### src/design/main_mem_pkg.sv
`default_nettype none

package main_mem_pkg;

    // request and line geometry
    localparam int ADDR_BITS     = 32;                    // byte address
    localparam int LINE_BITS     = 128;                   // one cache line
    localparam int WORD_BITS     = 32;                    // one instruction word
    localparam int LINE_WORDS    = LINE_BITS / WORD_BITS; // 4 words per line
    localparam int LINE_OFS_BITS = $clog2(LINE_BITS / 8); // byte offset inside a line, ignored

    // store size
    localparam int MEM_WORDS     = 16384;                 // 64 KiB of words
    localparam int MEM_LINES     = MEM_WORDS / LINE_WORDS;
    localparam int LINE_IDX_BITS = $clog2(MEM_LINES);     // addr[15:4]

    // fixed access delay before a port may touch the store
    localparam int ACCESS_LATENCY = 10;
    localparam int LAT_CNT_BITS   = $clog2(ACCESS_LATENCY + 1);

    // requesters, port 0 = instruction, port 1 = data
    localparam int NUM_PORTS = 2;
    localparam int PORT_BITS = (NUM_PORTS > 1) ? $clog2(NUM_PORTS) : 1;

    // preload contents
    localparam logic [WORD_BITS-1:0] NOP_WORD = 32'h0000_0013; // addi x0, x0, 0
    localparam int BOOT_WORD_BASE = 'h400;                     // pc 0x1000
    localparam int BOOT_COUNT     = 3;

    // word 0 sits in the low bits
    localparam logic [BOOT_COUNT*WORD_BITS-1:0] BOOT_WORDS = {
        32'h1020_0073, // sret
        32'h0000_9073, // move x1 into rm0
        32'h0500_0093  // addi x1, x0, 80
    };

endpackage

`default_nettype wire
### src/design/mem_port_ctrl.sv
`timescale 1ns/1ps
`default_nettype none

module mem_port_ctrl (
    input  wire logic                                    clk,
    input  wire logic                                    reset,
    input  wire logic                                    req_valid,
    output logic                                         req_ready,
    input  wire logic                                    req_write,
    input  wire logic [main_mem_pkg::ADDR_BITS-1:0]      req_addr,
    input  wire logic [main_mem_pkg::LINE_BITS-1:0]      req_wdata,
    output logic                                         resp_valid,
    output logic [main_mem_pkg::LINE_BITS-1:0]           resp_rdata,
    input  wire logic                                    resp_ready,
    output logic                                         acc_req,
    input  wire logic                                    acc_grant,
    output logic                                         acc_write,
    output logic [main_mem_pkg::LINE_IDX_BITS-1:0]       acc_line,
    output logic [main_mem_pkg::LINE_BITS-1:0]           acc_wdata,
    input  wire logic [main_mem_pkg::LINE_BITS-1:0]      store_rdata
);

    typedef enum logic [2:0] {
        ST_IDLE,    // ready for a new request
        ST_WAIT,    // counting down the access latency
        ST_ACCESS,  // asking the arbiter for the store
        ST_CAPTURE, // store data on the bus this cycle
        ST_RESPOND  // holding the answer under back-pressure
    } state_t;

    state_t state;
    logic [main_mem_pkg::LAT_CNT_BITS-1:0]  lat_cnt;   // cycles left in ST_WAIT
    logic                                   lat_write; // latched op
    logic [main_mem_pkg::LINE_IDX_BITS-1:0] lat_line;  // latched line index
    logic [main_mem_pkg::LINE_BITS-1:0]     lat_wdata; // latched write payload
    logic [main_mem_pkg::LINE_BITS-1:0]     resp_hold; // answer kept after capture

    logic accept;

    assign accept = req_valid && req_ready;

    // control path
    always_ff @(posedge clk or posedge reset) begin
        if (reset) begin
            state   <= ST_IDLE;
            lat_cnt <= '0;
        end else begin
            case (state)
                ST_IDLE: begin
                    if (accept) begin
                        state   <= ST_WAIT;
                        lat_cnt <= main_mem_pkg::LAT_CNT_BITS'(main_mem_pkg::ACCESS_LATENCY - 1);
                    end
                end
                ST_WAIT: begin
                    if (lat_cnt == '0) begin
                        state <= ST_ACCESS; // acc_req rises latency cycles after accept
                    end else begin
                        lat_cnt <= lat_cnt - 1'b1;
                    end
                end
                ST_ACCESS: begin
                    if (acc_grant) begin
                        state <= ST_CAPTURE; // store works on this edge
                    end
                end
                ST_CAPTURE: begin
                    state <= resp_ready ? ST_IDLE : ST_RESPOND;
                end
                ST_RESPOND: begin
                    if (resp_ready) begin
                        state <= ST_IDLE;
                    end
                end
                default: state <= ST_IDLE;
            endcase
        end
    end

    // payload regs, no reset
    always_ff @(posedge clk) begin
        if (accept) begin
            lat_write <= req_write;
            lat_line  <= req_addr[main_mem_pkg::LINE_OFS_BITS +: main_mem_pkg::LINE_IDX_BITS];
            lat_wdata <= req_wdata;
        end
        if (state == ST_CAPTURE) begin
            resp_hold <= resp_rdata; // freeze before store_rdata can move
        end
    end

    assign req_ready  = (state == ST_IDLE);
    assign acc_req    = (state == ST_ACCESS);
    assign acc_write  = lat_write;
    assign acc_line   = lat_line;
    assign acc_wdata  = lat_wdata;
    assign resp_valid = (state == ST_CAPTURE) || (state == ST_RESPOND);

    // writes answer with zero
    always_comb begin
        if (state == ST_CAPTURE) begin
            resp_rdata = lat_write ? '0 : store_rdata;
        end else begin
            resp_rdata = resp_hold;
        end
    end

endmodule

`default_nettype wire

### config.mk
export PLATFORM = sky130hd
export DESIGN_NAME = mem_port_ctrl
export DESIGN_NICKNAME = d
export VERILOG_FILES = /design/src/design/main_mem_pkg.sv /design/src/design/mem_port_ctrl.sv
export SDC_FILE = /design/constraint.sdc
export NUM_CORES = 1
export LEC_CHECK = 0
export ABC_AREA = 1
export BUFFER_PORTS_ARGS = -buffer_cell sky130_fd_sc_hd__buf_2
export CORE_AREA = 4 4 217 219
export CTS_BUF_LIST = sky130_fd_sc_hd__clkbuf_16
export CTS_CLUSTER_DIAMETER = 120
export DETAILED_ROUTE_END_ITERATION = 10
export DIE_AREA = 0 0 221 223
export PLACE_DENSITY_LB_ADDON = 0.2
export SYNTH_ARGS = -nofsm -noshare
export SYNTH_HDL_FRONTEND = slang
export SYNTH_SLANG_ARGS = --single-unit
### constraint.sdc
create_clock -name clk -period 8.67 [get_ports clk]
set_clock_uncertainty 0.2 [all_clocks]
set_input_delay 1.3005 -clock clk [delete_from_list [all_inputs] [get_ports clk]]
set_output_delay 1.3005 -clock clk [all_outputs]
set_load 0.05 [all_outputs]
---- Yosys cells after proc, flatten, opt, wreduce, memory -nomap -nowiden ----
Index checks and enable logic that the tools add are counted.
word-level totals
  register bits ........................... 276
  input port bits ......................... 294
  output and inout bits ................... 272
  word-level logic and storage cells ...... 34
cells by class
  add/subtract/negate cells ............... 1
  eq/ne operators ......................... 9
  mux-type cells .......................... 11
  reductions and logical operators ........ 7
operators with widths
  kind                                                                count
  128-bit two-way mux                                                 2
  3-bit two-way mux                                                   5
  3-bit case mux with 5 select lines                                  1
  4-bit two-way mux                                                   2
  4-bit case mux with 2 select lines                                  1
  3-bit by 2-bit == test with 1-bit output, second input constant     2
  2-bit != test, second input constant                                3
  4-bit logical NOT                                                   1
  2-bit by 1-bit != test with 1-bit output, second input constant     2
  4-bit AND reduction                                                 1
  4-bit by 1-bit subtractor with 4-bit output, second input constant  1
  3-bit by 1-bit == test with 1-bit output, second input constant     1
  3-bit == test, second input constant                                1
  3-bit logical NOT                                                   1
  3-bit AND reduction                                                 1
  2-bit nonzero test                                                  1
  1-bit logical AND                                                   1
  1-bit logical OR                                                    1

---- Longest topological paths before layout ----
Gate-level depths: netlist of the first run.
  word-level depth ........................ 4
  mapped depth ............................ 8
  depth with buffers taken out ............ 8

---- Least setup slack after synthesis of the first run ----
OpenSTA, ideal clock, no wires.
  kind .................................... reg2reg
  from .................................... register state[2]
  to ...................................... register lat_line, in the netlist acc_line[0] (enable)
  library setup time ...................... 0.494 ns
  data arrival time ....................... 4.253 ns
  data required time ...................... 7.976 ns
  path slack .............................. 3.723 ns
  stages on the path, launching flop included .. 6
  buffers on the path ..................... 0
  period minus slack after synthesis ...... 4.947 ns
  cell sequence ........................... dfrtp_1 -> inv_1 -> nand2_1 -> nor2_1 -> nand2_1 -> inv_1
between the ends
  cells in the longest elaborated chain, start to end .. 2
ends and longest elaborated chain
  element                 RTL line             source
  start, declared         mem_port_ctrl.sv:31  state_t state;
  start signal, assigned  mem_port_ctrl.sv:68  state <= resp_ready ? ST_IDLE : ST_RESPOND;
  3-bit logical NOT       mem_port_ctrl.sv:92  assign req_ready = (state == ST_IDLE);
  named net req_ready     mem_port_ctrl.sv:8   output logic req_ready,
  1-bit logical AND       mem_port_ctrl.sv:40  assign accept = req_valid && req_ready;
  named net accept        mem_port_ctrl.sv:38  logic accept;
  end signal, assigned    mem_port_ctrl.sv:84  lat_line <= req_addr[main_mem_pkg::LINE_OFS_BITS +: main_mem_pkg::LINE_IDX_BITS];
  end, declared           mem_port_ctrl.sv:34  logic [main_mem_pkg::LINE_IDX_BITS-1:0] lat_line;
The timed path passes the listed nets, and every way through them passes these cells.
A chain may end at the register's enable or synchronous reset.

---- Worst setup path in the final report of the first run ----
  from .................................... register state[1]
  to ...................................... output resp_rdata[39] in the netlist's numbering
between the ends
  cells in the longest elaborated chain, start to end .. 2
ends and longest elaborated chain
  element                                   RTL line              source
  3-bit by 2-bit == test with 1-bit output  mem_port_ctrl.sv:101  if (state == ST_CAPTURE) begin
  128-bit two-way mux                       mem_port_ctrl.sv:101
  end, declared                             mem_port_ctrl.sv:13   output logic [main_mem_pkg::LINE_BITS-1:0] resp_rdata,
No other way between the ends.

==> metrics.sh, run 1 <==
INITIAL_UTILIZATION=0.239
MAX_FREQ_GHz=0.213
FIRST_GLOBAL_VIAS=7763
PLACEABLECOREAREA_UM2=45100
CTS.HOLD.BUFFERS_ADDED=0
POWER.INTERNAL_mW=3.14
NUMBER_OF_H_TREE_LEVELS=2
TIMING.FINAL.CRIT_SHARE=0.542
CTS.SINK_COUNT=276
AVGROUTEDWIREPERCELL_UM=17.9
RSZ0062_AT_GRT='no'
DRCVIOLATIONCOUNT=0
VIA_COUNT=7803
PLACED_AREA_UM2=14000
SLEW_VIOL_FINAL=0
DIEAREA_UM2=49300
CTS_REPAIR_RESIZE_COUNT=0
SWITCHING_SHARE=0.470
SYNTH_SEQ_AREA_SHARE=0.764
OVERALL_ROUTED_NET_LENGTH_MM=34.6
STATUS='finished clean'
TIMING_WORST_SLEW_PIN_VALUE_PS=977
SEQ_POWER_SHARE=0.337
CLK-INSERTION-DELAY-LATE_PS=520
SETUP_CRIT_END_KIND='output pin'
SYNTH_TOP_AREA_FRAC=0.748
TIMING.CRITICAL_PATH.FROM='state[1]$_DFFE_PP0P_'
FLOORPLAN.DIE.HEIGHT_UM=223
TIMING.MAX_CAP.VIOLATIONS=0
TIMING.RR.START='state[2]$_DFFE_PP0P_'
FF2FF_SETUP_SLACK_PS=4740
SYNTH_EDF_COUNT=269
CTSROOTBUFFERMASTER='clkbuf_16'
CP_MAX_FO=85
MOST_REPEATED_CELL_IN_THE_GATE_LEVEL_NETLIST_AFTER_SYNTHESIS='nand2_1'
WORST_SLEW_MARGIN_REL=0.349
HOLD_PATH_CLASS='flop to flop'
PATH_CLK_SLEW_PS=50
CLOCK_TREE_FROM_TRITONCTS='built'
TOTAL_ROUTING_USAGE_GR=0.133
PWR-SHARE-CLK=0.220
GP_ROUTABILITY_CONGESTION=0.841
TIMING.FINAL.CRIT_PERIOD_PS=4700
LKG_PWR_nW=6.46
NUM-NETS-FINAL=1602
YOSYSWARNINGS=0
POSTCTSSETUPREPAIRBUFS=0
LEADING_AREA_CONTRIBUTOR_AFTER_SYNTHESIS='edfxtp_1'
HOLD_VIOLATIONS=0
ROUTE.ANTENNA.REMAINING_NETS=0
NETLIST_INSTANCES=760
DIE_WIDTH_UM=221
START_KIND='flop'
LAYOUT.FILLER_CELLS=4713
IR_WORST_VDD_uV=193
YS_TOP_CELLS_BY_COUNT='nand2_1 (270), edfxtp_1 (269), o21ai_2 (82), o21ai_0 (36), buf_6 (24)'
SYN-MEAN-INSTANCE-AREA_UM2=14.2
SYNTH_FLOP_CELL='edfxtp_1'
GRT-OVFL-TOTAL=0
GRT_MAX_DEGREE=90
PORT-BUFFER-COUNT=545
PWR_DENSITY_CELL_nW_PER_UM2=396
AREA_GROWTH_SYN_TO_FIN_PCT=38.9
CLASSIFICATION_OF_THE_WORST_SETUP_PATH='flop to output pin'
HOLD_WS_PS=290
FIRST_PASS_GRT_WIRE_LENGTH_MM=50.3
MAPPEDNETLISTNETS=1056
SETUP_TNS_PS=0
SHARE_COMB_OF_TOTAL_POWER=0.443
FIN_AREA_UM2=15000
DRT-INITIAL-DRC-COUNT=444
PIN_COUNT=566
DR.PASS1.ITERS=4
WORSTHOLDSTART='lat_cnt[0]$_DFFE_PP0P_'
GRT_ANTENNA_BEFORE_REPAIR=3
WORST-ENDPOINT-ARRIVAL_PS=3200
FINALSETUPVIOLCOUNT=0
CTS-ROOT-TO-SINK-BUFFERS=3
DRIVE_ABOVE_1_SHARE=0.514
UNIQUE_CELL_TYPE_COUNT_IN_THE_YOSYS_NETLIST=19
ASYNC_RESET_FF_FRAC=0.0254
FLOORPLAN.ROWS=78
POWER.SWITCHING_mW=2.79
DP_HPWL_MM=25.3
YS_FF_LATCH=276
DRT-VIAS-PER-INSTANCE=4.05
LEADING_POST_SYNTHESIS_CELLS_BY_CELL_AREA='edfxtp_1 (75%), nand2_1 (9.4%), o21ai_2 (6.7%), buf_6 (2.5%), o21ai_0 (1.7%)'
SYNTH.CELL_AREA_UM2=10800
CP.REQUIRED_PS=7170
CTS-BUFFERS-INSERTED=35
[critical path, cell delays in order, from the launching register on]
cell and delay, ps:
dfrtp_1 450, nand3_4 700, buf_4 830, nand2_1 140, o21ai_2 120, buf_2 320
[power groups by stage]
stage | clock network, mW | registers, mW | logic [mW]
after global placement | 0 | 2.02 | 2.67
after CTS | 1.36 | 2.00 | 2.68
after detailed placement | 0 | 2.03 | 2.67
after floorplan | 0 | 2.48 | 1.64
after global routing | 1.42 | 2.03 | 2.79
final | 1.30 | 2.00 | 2.63
[cell usage in the layout (no fill, tap or decap), types with 2 or more instances in the layout]
cell and instances:
buf_2 545, nand2_1 270, edfxtp_1 269, o21ai_2 82
o21ai_0 36, clkbuf_16 36, inv_1 21, nor2_1 12
o21ai_1 12, dfrtp_1 7, nand3_1 6, buf_4 6
clkinv_1 5, inv_6 3, diode_2 2, inv_4 2
nand2_2 2, o22ai_1 2, ha_1 2, clkinv_2 2
[path summary, 6_finish.rpt]
path                                            to  depth (start not counted)
max reg2reg                resp_hold[48]$_DFFE_PN_                          5
min                         lat_cnt[0]$_DFFE_PP0P_                          2
max in group asynchronous   lat_cnt[1]$_DFFE_PP0P_                          2
max                                 resp_rdata[39]                          5
min in group asynchronous   lat_cnt[3]$_DFFE_PP0P_                          2
min reg2reg                 lat_cnt[0]$_DFFE_PP0P_                          2
[cell type report]
| class | instances | area (µm²) | share of cell area |
|---|---|---|---|
| diodes | 2 | 5.00 | 0.000334 |
| well taps | 600 | 751 | 0.0501 |
| clock inverters | 21 | 113 | 0.00751 |
| multi-input cells | 427 | 2130 | 0.142 |
| inverters | 15 | 66.3 | 0.00442 |
| flip-flops and latches | 276 | 8250 | 0.550 |
| clock buffers | 36 | 901 | 0.0601 |
| repair buffers | 551 | 2770 | 0.185 |
[cells by family (layout without fill, tap and decap cells)]
family,after synthesis,after routing,share of synthesized area
adder cells (fa/ha/maj),2,2,0.00232
flip-flops,276,276,0.764
other,0,2,0
XOR/XNOR,1,1,0.000811
AO/OA/AOI/OAI,132,132,0.0899
AND/OR/NAND/NOR,292,292,0.104
buffers and inverters,57,623,0.0382
[registers in the layout (all words and copies together) (netlist names)]
name       count
acc_line      12
acc_wdata    128
acc_write      1
lat_cnt        4
resp_hold    128
state          3
[per-layer routing]
metal  track usage  part of all wire  wire, µm
met1         0.158              0.40     13900
met2         0.224              0.50     17100
met3        0.0492             0.079      2720
met4        0.0455             0.024       826
met5             0           0.00038        13
[metrics by stage]
step / util / power [mW] / worst slack (ps) / std cells
global route: 0.332 / 6.24 / 3660 / 1926
detailed placement: 0.310 / 4.70 / 4400 / 1869
CTS: 0.332 / 6.04 / 3800 / 1926
global placement: 0.310 / 4.69 / 4400 / 1869
finish: 0.333 / 5.93 / 3970 / 1928
floorplan: - / 4.12 / 3720 / 760
(Power assumes the default switching activity.)
==> inputs of run 2 (changes only) <==
CORE_AREA = 4 4 220 222   (was 4 4 217 219)
DIE_AREA = 0 0 224 226   (was 0 0 221 223)
clock period = 4.6 ns   (was 8.67 ns; I/O delays follow)
==> run 2 against run 1 <==
  * Critical path depth did not move
  * Critical endpoint is now resp_rdata[13]
  * Largest cell class unchanged
  * Power rose by 89%
  * Critical path type unchanged
  * Sequential share of layout area decreased by 0.46 points
==> metrics.sh, run 2 (synthesis results as in run 1) <==
STATUS='finished clean'  # unchanged
CLK-INSERTION-DELAY-LATE_PS=530  # was 520 ps
TIMING.FINAL.CRIT_SHARE=0.733
TIMING_WORST_SLEW_PIN_VALUE_PS=871  # was 977 ps
OVERALL_ROUTED_NET_LENGTH_MM=34.1  # was 34.6 mm
GP_ROUTABILITY_CONGESTION=0.782  # was 0.841
FLOORPLAN.DIE.HEIGHT_UM=226  # was 223 µm
HOLD_PATH_CLASS='primary input to flop'  # was flop to flop
START_KIND='flop'  # unchanged
CELL_WITH_THE_BIGGEST_INDIVIDUAL_DELAY_ON_THE_CRITICAL_PATH='clkinv_2'  # was buf_4
LAYOUT.CELLS.MOST_COMMON='buf_2'  # unchanged
FIN_TOTAL_PWR_mW=11.2  # was 5.93 mW
DRT-INITIAL-DRC-COUNT=372  # was 444
FINALSETUPVIOLCOUNT=0  # unchanged
RSZ0062_AT_GRT='no'  # unchanged
PLACED_CELLS=1882  # was 1,869
WORSTHOLDSTART='req_wdata[113]'  # was lat_cnt[0]$_DFFE_PP0P_
DRCVIOLATIONCOUNT=0  # unchanged
CP.REQUIRED_PS=3710  # was 7170 ps
CLOCK_TREE_FROM_TRITONCTS='built'  # unchanged
WORSTPATHBUFFERINVERTERCOUNT=3  # was 2
LAYOUT.CELLS.NON_FILLER=1946  # was 1,928
WORST-ENDPOINT-ARRIVAL_PS=2480  # was 3200 ps
TOTAL_ROUTING_USAGE_GR=0.128  # was 0.133
AREA_GROWTH_SYN_TO_FIN_PCT=40.0  # was 38.9%
GRT_MAX_DEGREE=84  # was 90
GRT_ANTENNA_BEFORE_REPAIR=9  # was 3
TIMING.MAX_CAP.VIOLATIONS=0  # unchanged
SETUP_CRIT_END_KIND='output pin'  # unchanged
SETUP_TNS_PS=0  # unchanged
NUM-NETS-FINAL=1609  # was 1,602
WORST_HOLD_PATH_ENDPOINT='acc_wdata[113]$_DFFE_PP_'  # was lat_cnt[0]$_DFFE_PP0P_
WORST_SLEW_MARGIN_REL=0.418  # was 0.349
CTS_REPAIR_RESIZE_COUNT=0  # unchanged
FIRST_PASS_GRT_WIRE_LENGTH_MM=49.3  # was 50.3 mm
ROUTE.ANTENNA.REMAINING_NETS=0  # unchanged
SLEW_VIOL_FINAL=0  # unchanged
VIA_COUNT=7856  # was 7,803
DR.PASS1.ITERS=4  # unchanged
CP_MAX_FO=83  # was 85
FIRST_GLOBAL_VIAS=7944  # was 7,763
CHAIN_OF_CELLS_FORMING_THE_CRITICAL_PATH='clkinv_2 -> buf_12 -> nand2_1 -> o21ai_0 -> buf_2'  # was nand3_4 -> buf_4 -> nand2_1 -> o21ai_2 -> buf_2
DP_HPWL_MM=25.5  # was 25.3 mm
LKG_PWR_nW=6.51  # was 6.46 nW
DIEAREA_UM2=50600  # was 49,300 µm²
FF2FF_SETUP_SLACK_PS=1740  # was 4740 ps
CTS-ROOT-TO-SINK-BUFFERS=3  # unchanged
DRT-VIAS-PER-INSTANCE=4.04  # was 4.05
FLOORPLAN.ROWS=79  # was 78
INITIAL_UTILIZATION=0.233  # was 0.239
CRITICAL_PATH.TOP_DELAY_FAMILY='buffers and inverters'  # unchanged
CLASSIFICATION_OF_THE_WORST_SETUP_PATH='flop to output pin'  # unchanged
MOST-COMMON-LAYOUT-CELLS='buf_2 (545), nand2_1 (270), edfxtp_1 (269), o21ai_2 (82), o21ai_0 (36)'  # was buf_2 (545), nand2_1 (270), edfxtp_1 (269), o21ai_2 (82)
CTSROOTBUFFERMASTER='clkbuf_16'  # unchanged
IR_WORST_VDD_uV=356  # was 193 µV
LAYOUT.FILLER_CELLS=4753  # was 4,713
TIMING.FINAL.CRIT_PERIOD_PS=3370
MAX_FREQ_GHz=0.296
AVGROUTEDWIREPERCELL_UM=17.5  # was 17.9 µm
CTS.SINK_COUNT=276  # unchanged
CP_SLOWEST_STAGE_DELAY_PS=420  # was 830 ps
DRIVE_ABOVE_1_SHARE=0.517  # was 0.514
RR_WORST_DEPTH=5  # unchanged
FINALCOREUTILIZATION=0.326  # was 0.333
GRT-OVFL-TOTAL=0  # unchanged
CTS-BUFFERS-INSERTED=35  # unchanged
RR_ENDPOINT='resp_hold[75]$_DFFE_PN_'  # was resp_hold[48]$_DFFE_PN_
DIE_WIDTH_UM=224  # was 221 µm
TIMING.RR.START='state[2]$_DFFE_PP0P_'  # unchanged
HOLD_VIOLATIONS=0  # unchanged
PLACEABLECOREAREA_UM2=46400  # was 45,100 µm²
PWR_DENSITY_CELL_nW_PER_UM2=740  # was 396 nW/µm²
MIN_DELAY_PATH_DEPTH=1  # was 2
PORT-BUFFER-COUNT=545  # unchanged
NUMBER_OF_H_TREE_LEVELS=2  # unchanged
PATH_CLK_SLEW_PS=60  # was 50 ps
PIN_COUNT=566  # unchanged
## run 2: area by class of cell
class / count / area [µm²] / share of cell area
sequential: 276 / 8250 / 0.546
timing repair buffer: 558 / 2900 / 0.192
multi-input combinational: 427 / 2130 / 0.141
clock buffer: 35 / 876 / 0.0579
tap: 607 / 759 / 0.0502
clock inverter: 24 / 121 / 0.00803
inverter: 15 / 63.8 / 0.00422
antenna: 4 / 10.0 / 0.000662
## run 2: how the worst max path moves through the flow
stage,depth (start not counted),start,slack [ps],endpoint
floorplan,4,state[2]$_DFFE_PP0P_,630,resp_hold[0]$_DFFE_PN_
global placement,5,state[2]$_DFFE_PP0P_,1670,resp_hold[75]$_DFFE_PN_
CTS,5,acc_write$_DFFE_PP_,1110,resp_rdata[20]
global route,5,acc_write$_DFFE_PP_,960,resp_rdata[27]
finish,5,acc_write$_DFFE_PP_,1230,resp_rdata[13]
detailed placement,5,state[2]$_DFFE_PP0P_,1670,resp_hold[75]$_DFFE_PN_
## run 2: worst reg2reg max path: cells and delay by family (launching register included)
kind          cells  cell delay (ps)
buf+inv           4             1430
flops             1              410
simple gates      1              390
## run 2: per-stage QoR
stage	hold slack, ps	area, µm²	setup WS [ps]
final	130	15100	1230
after global routing	89.5	15100	957
after CTS	82.5	15100	1110
after detailed placement	289	14100	1670
after global placement	288	14100	1670
after floorplan	265	10800	627
## run 2: per-layer routing
layer,wire length (µm),global-route usage
met5,76,0
met4,915,0.0483
met3,3470,0.0539
met2,16600,0.210
met1,13100,0.149
## run 2: what timing repair did
item | 4_1_cts | 5_1_grt
setup buffers | 0 | 0
hold buffers | 1 | 0
hold endpoints to repair | 7 | 0
endpoints found under the setup margin | 0 | 0
## run 2: power by group
part / internal, mW / switching, mW
Combinational: 0.960 / 4.04
Clock: 1.38 / 1.05
Sequential: 3.60 / 0.154
Total: 5.95 / 5.23
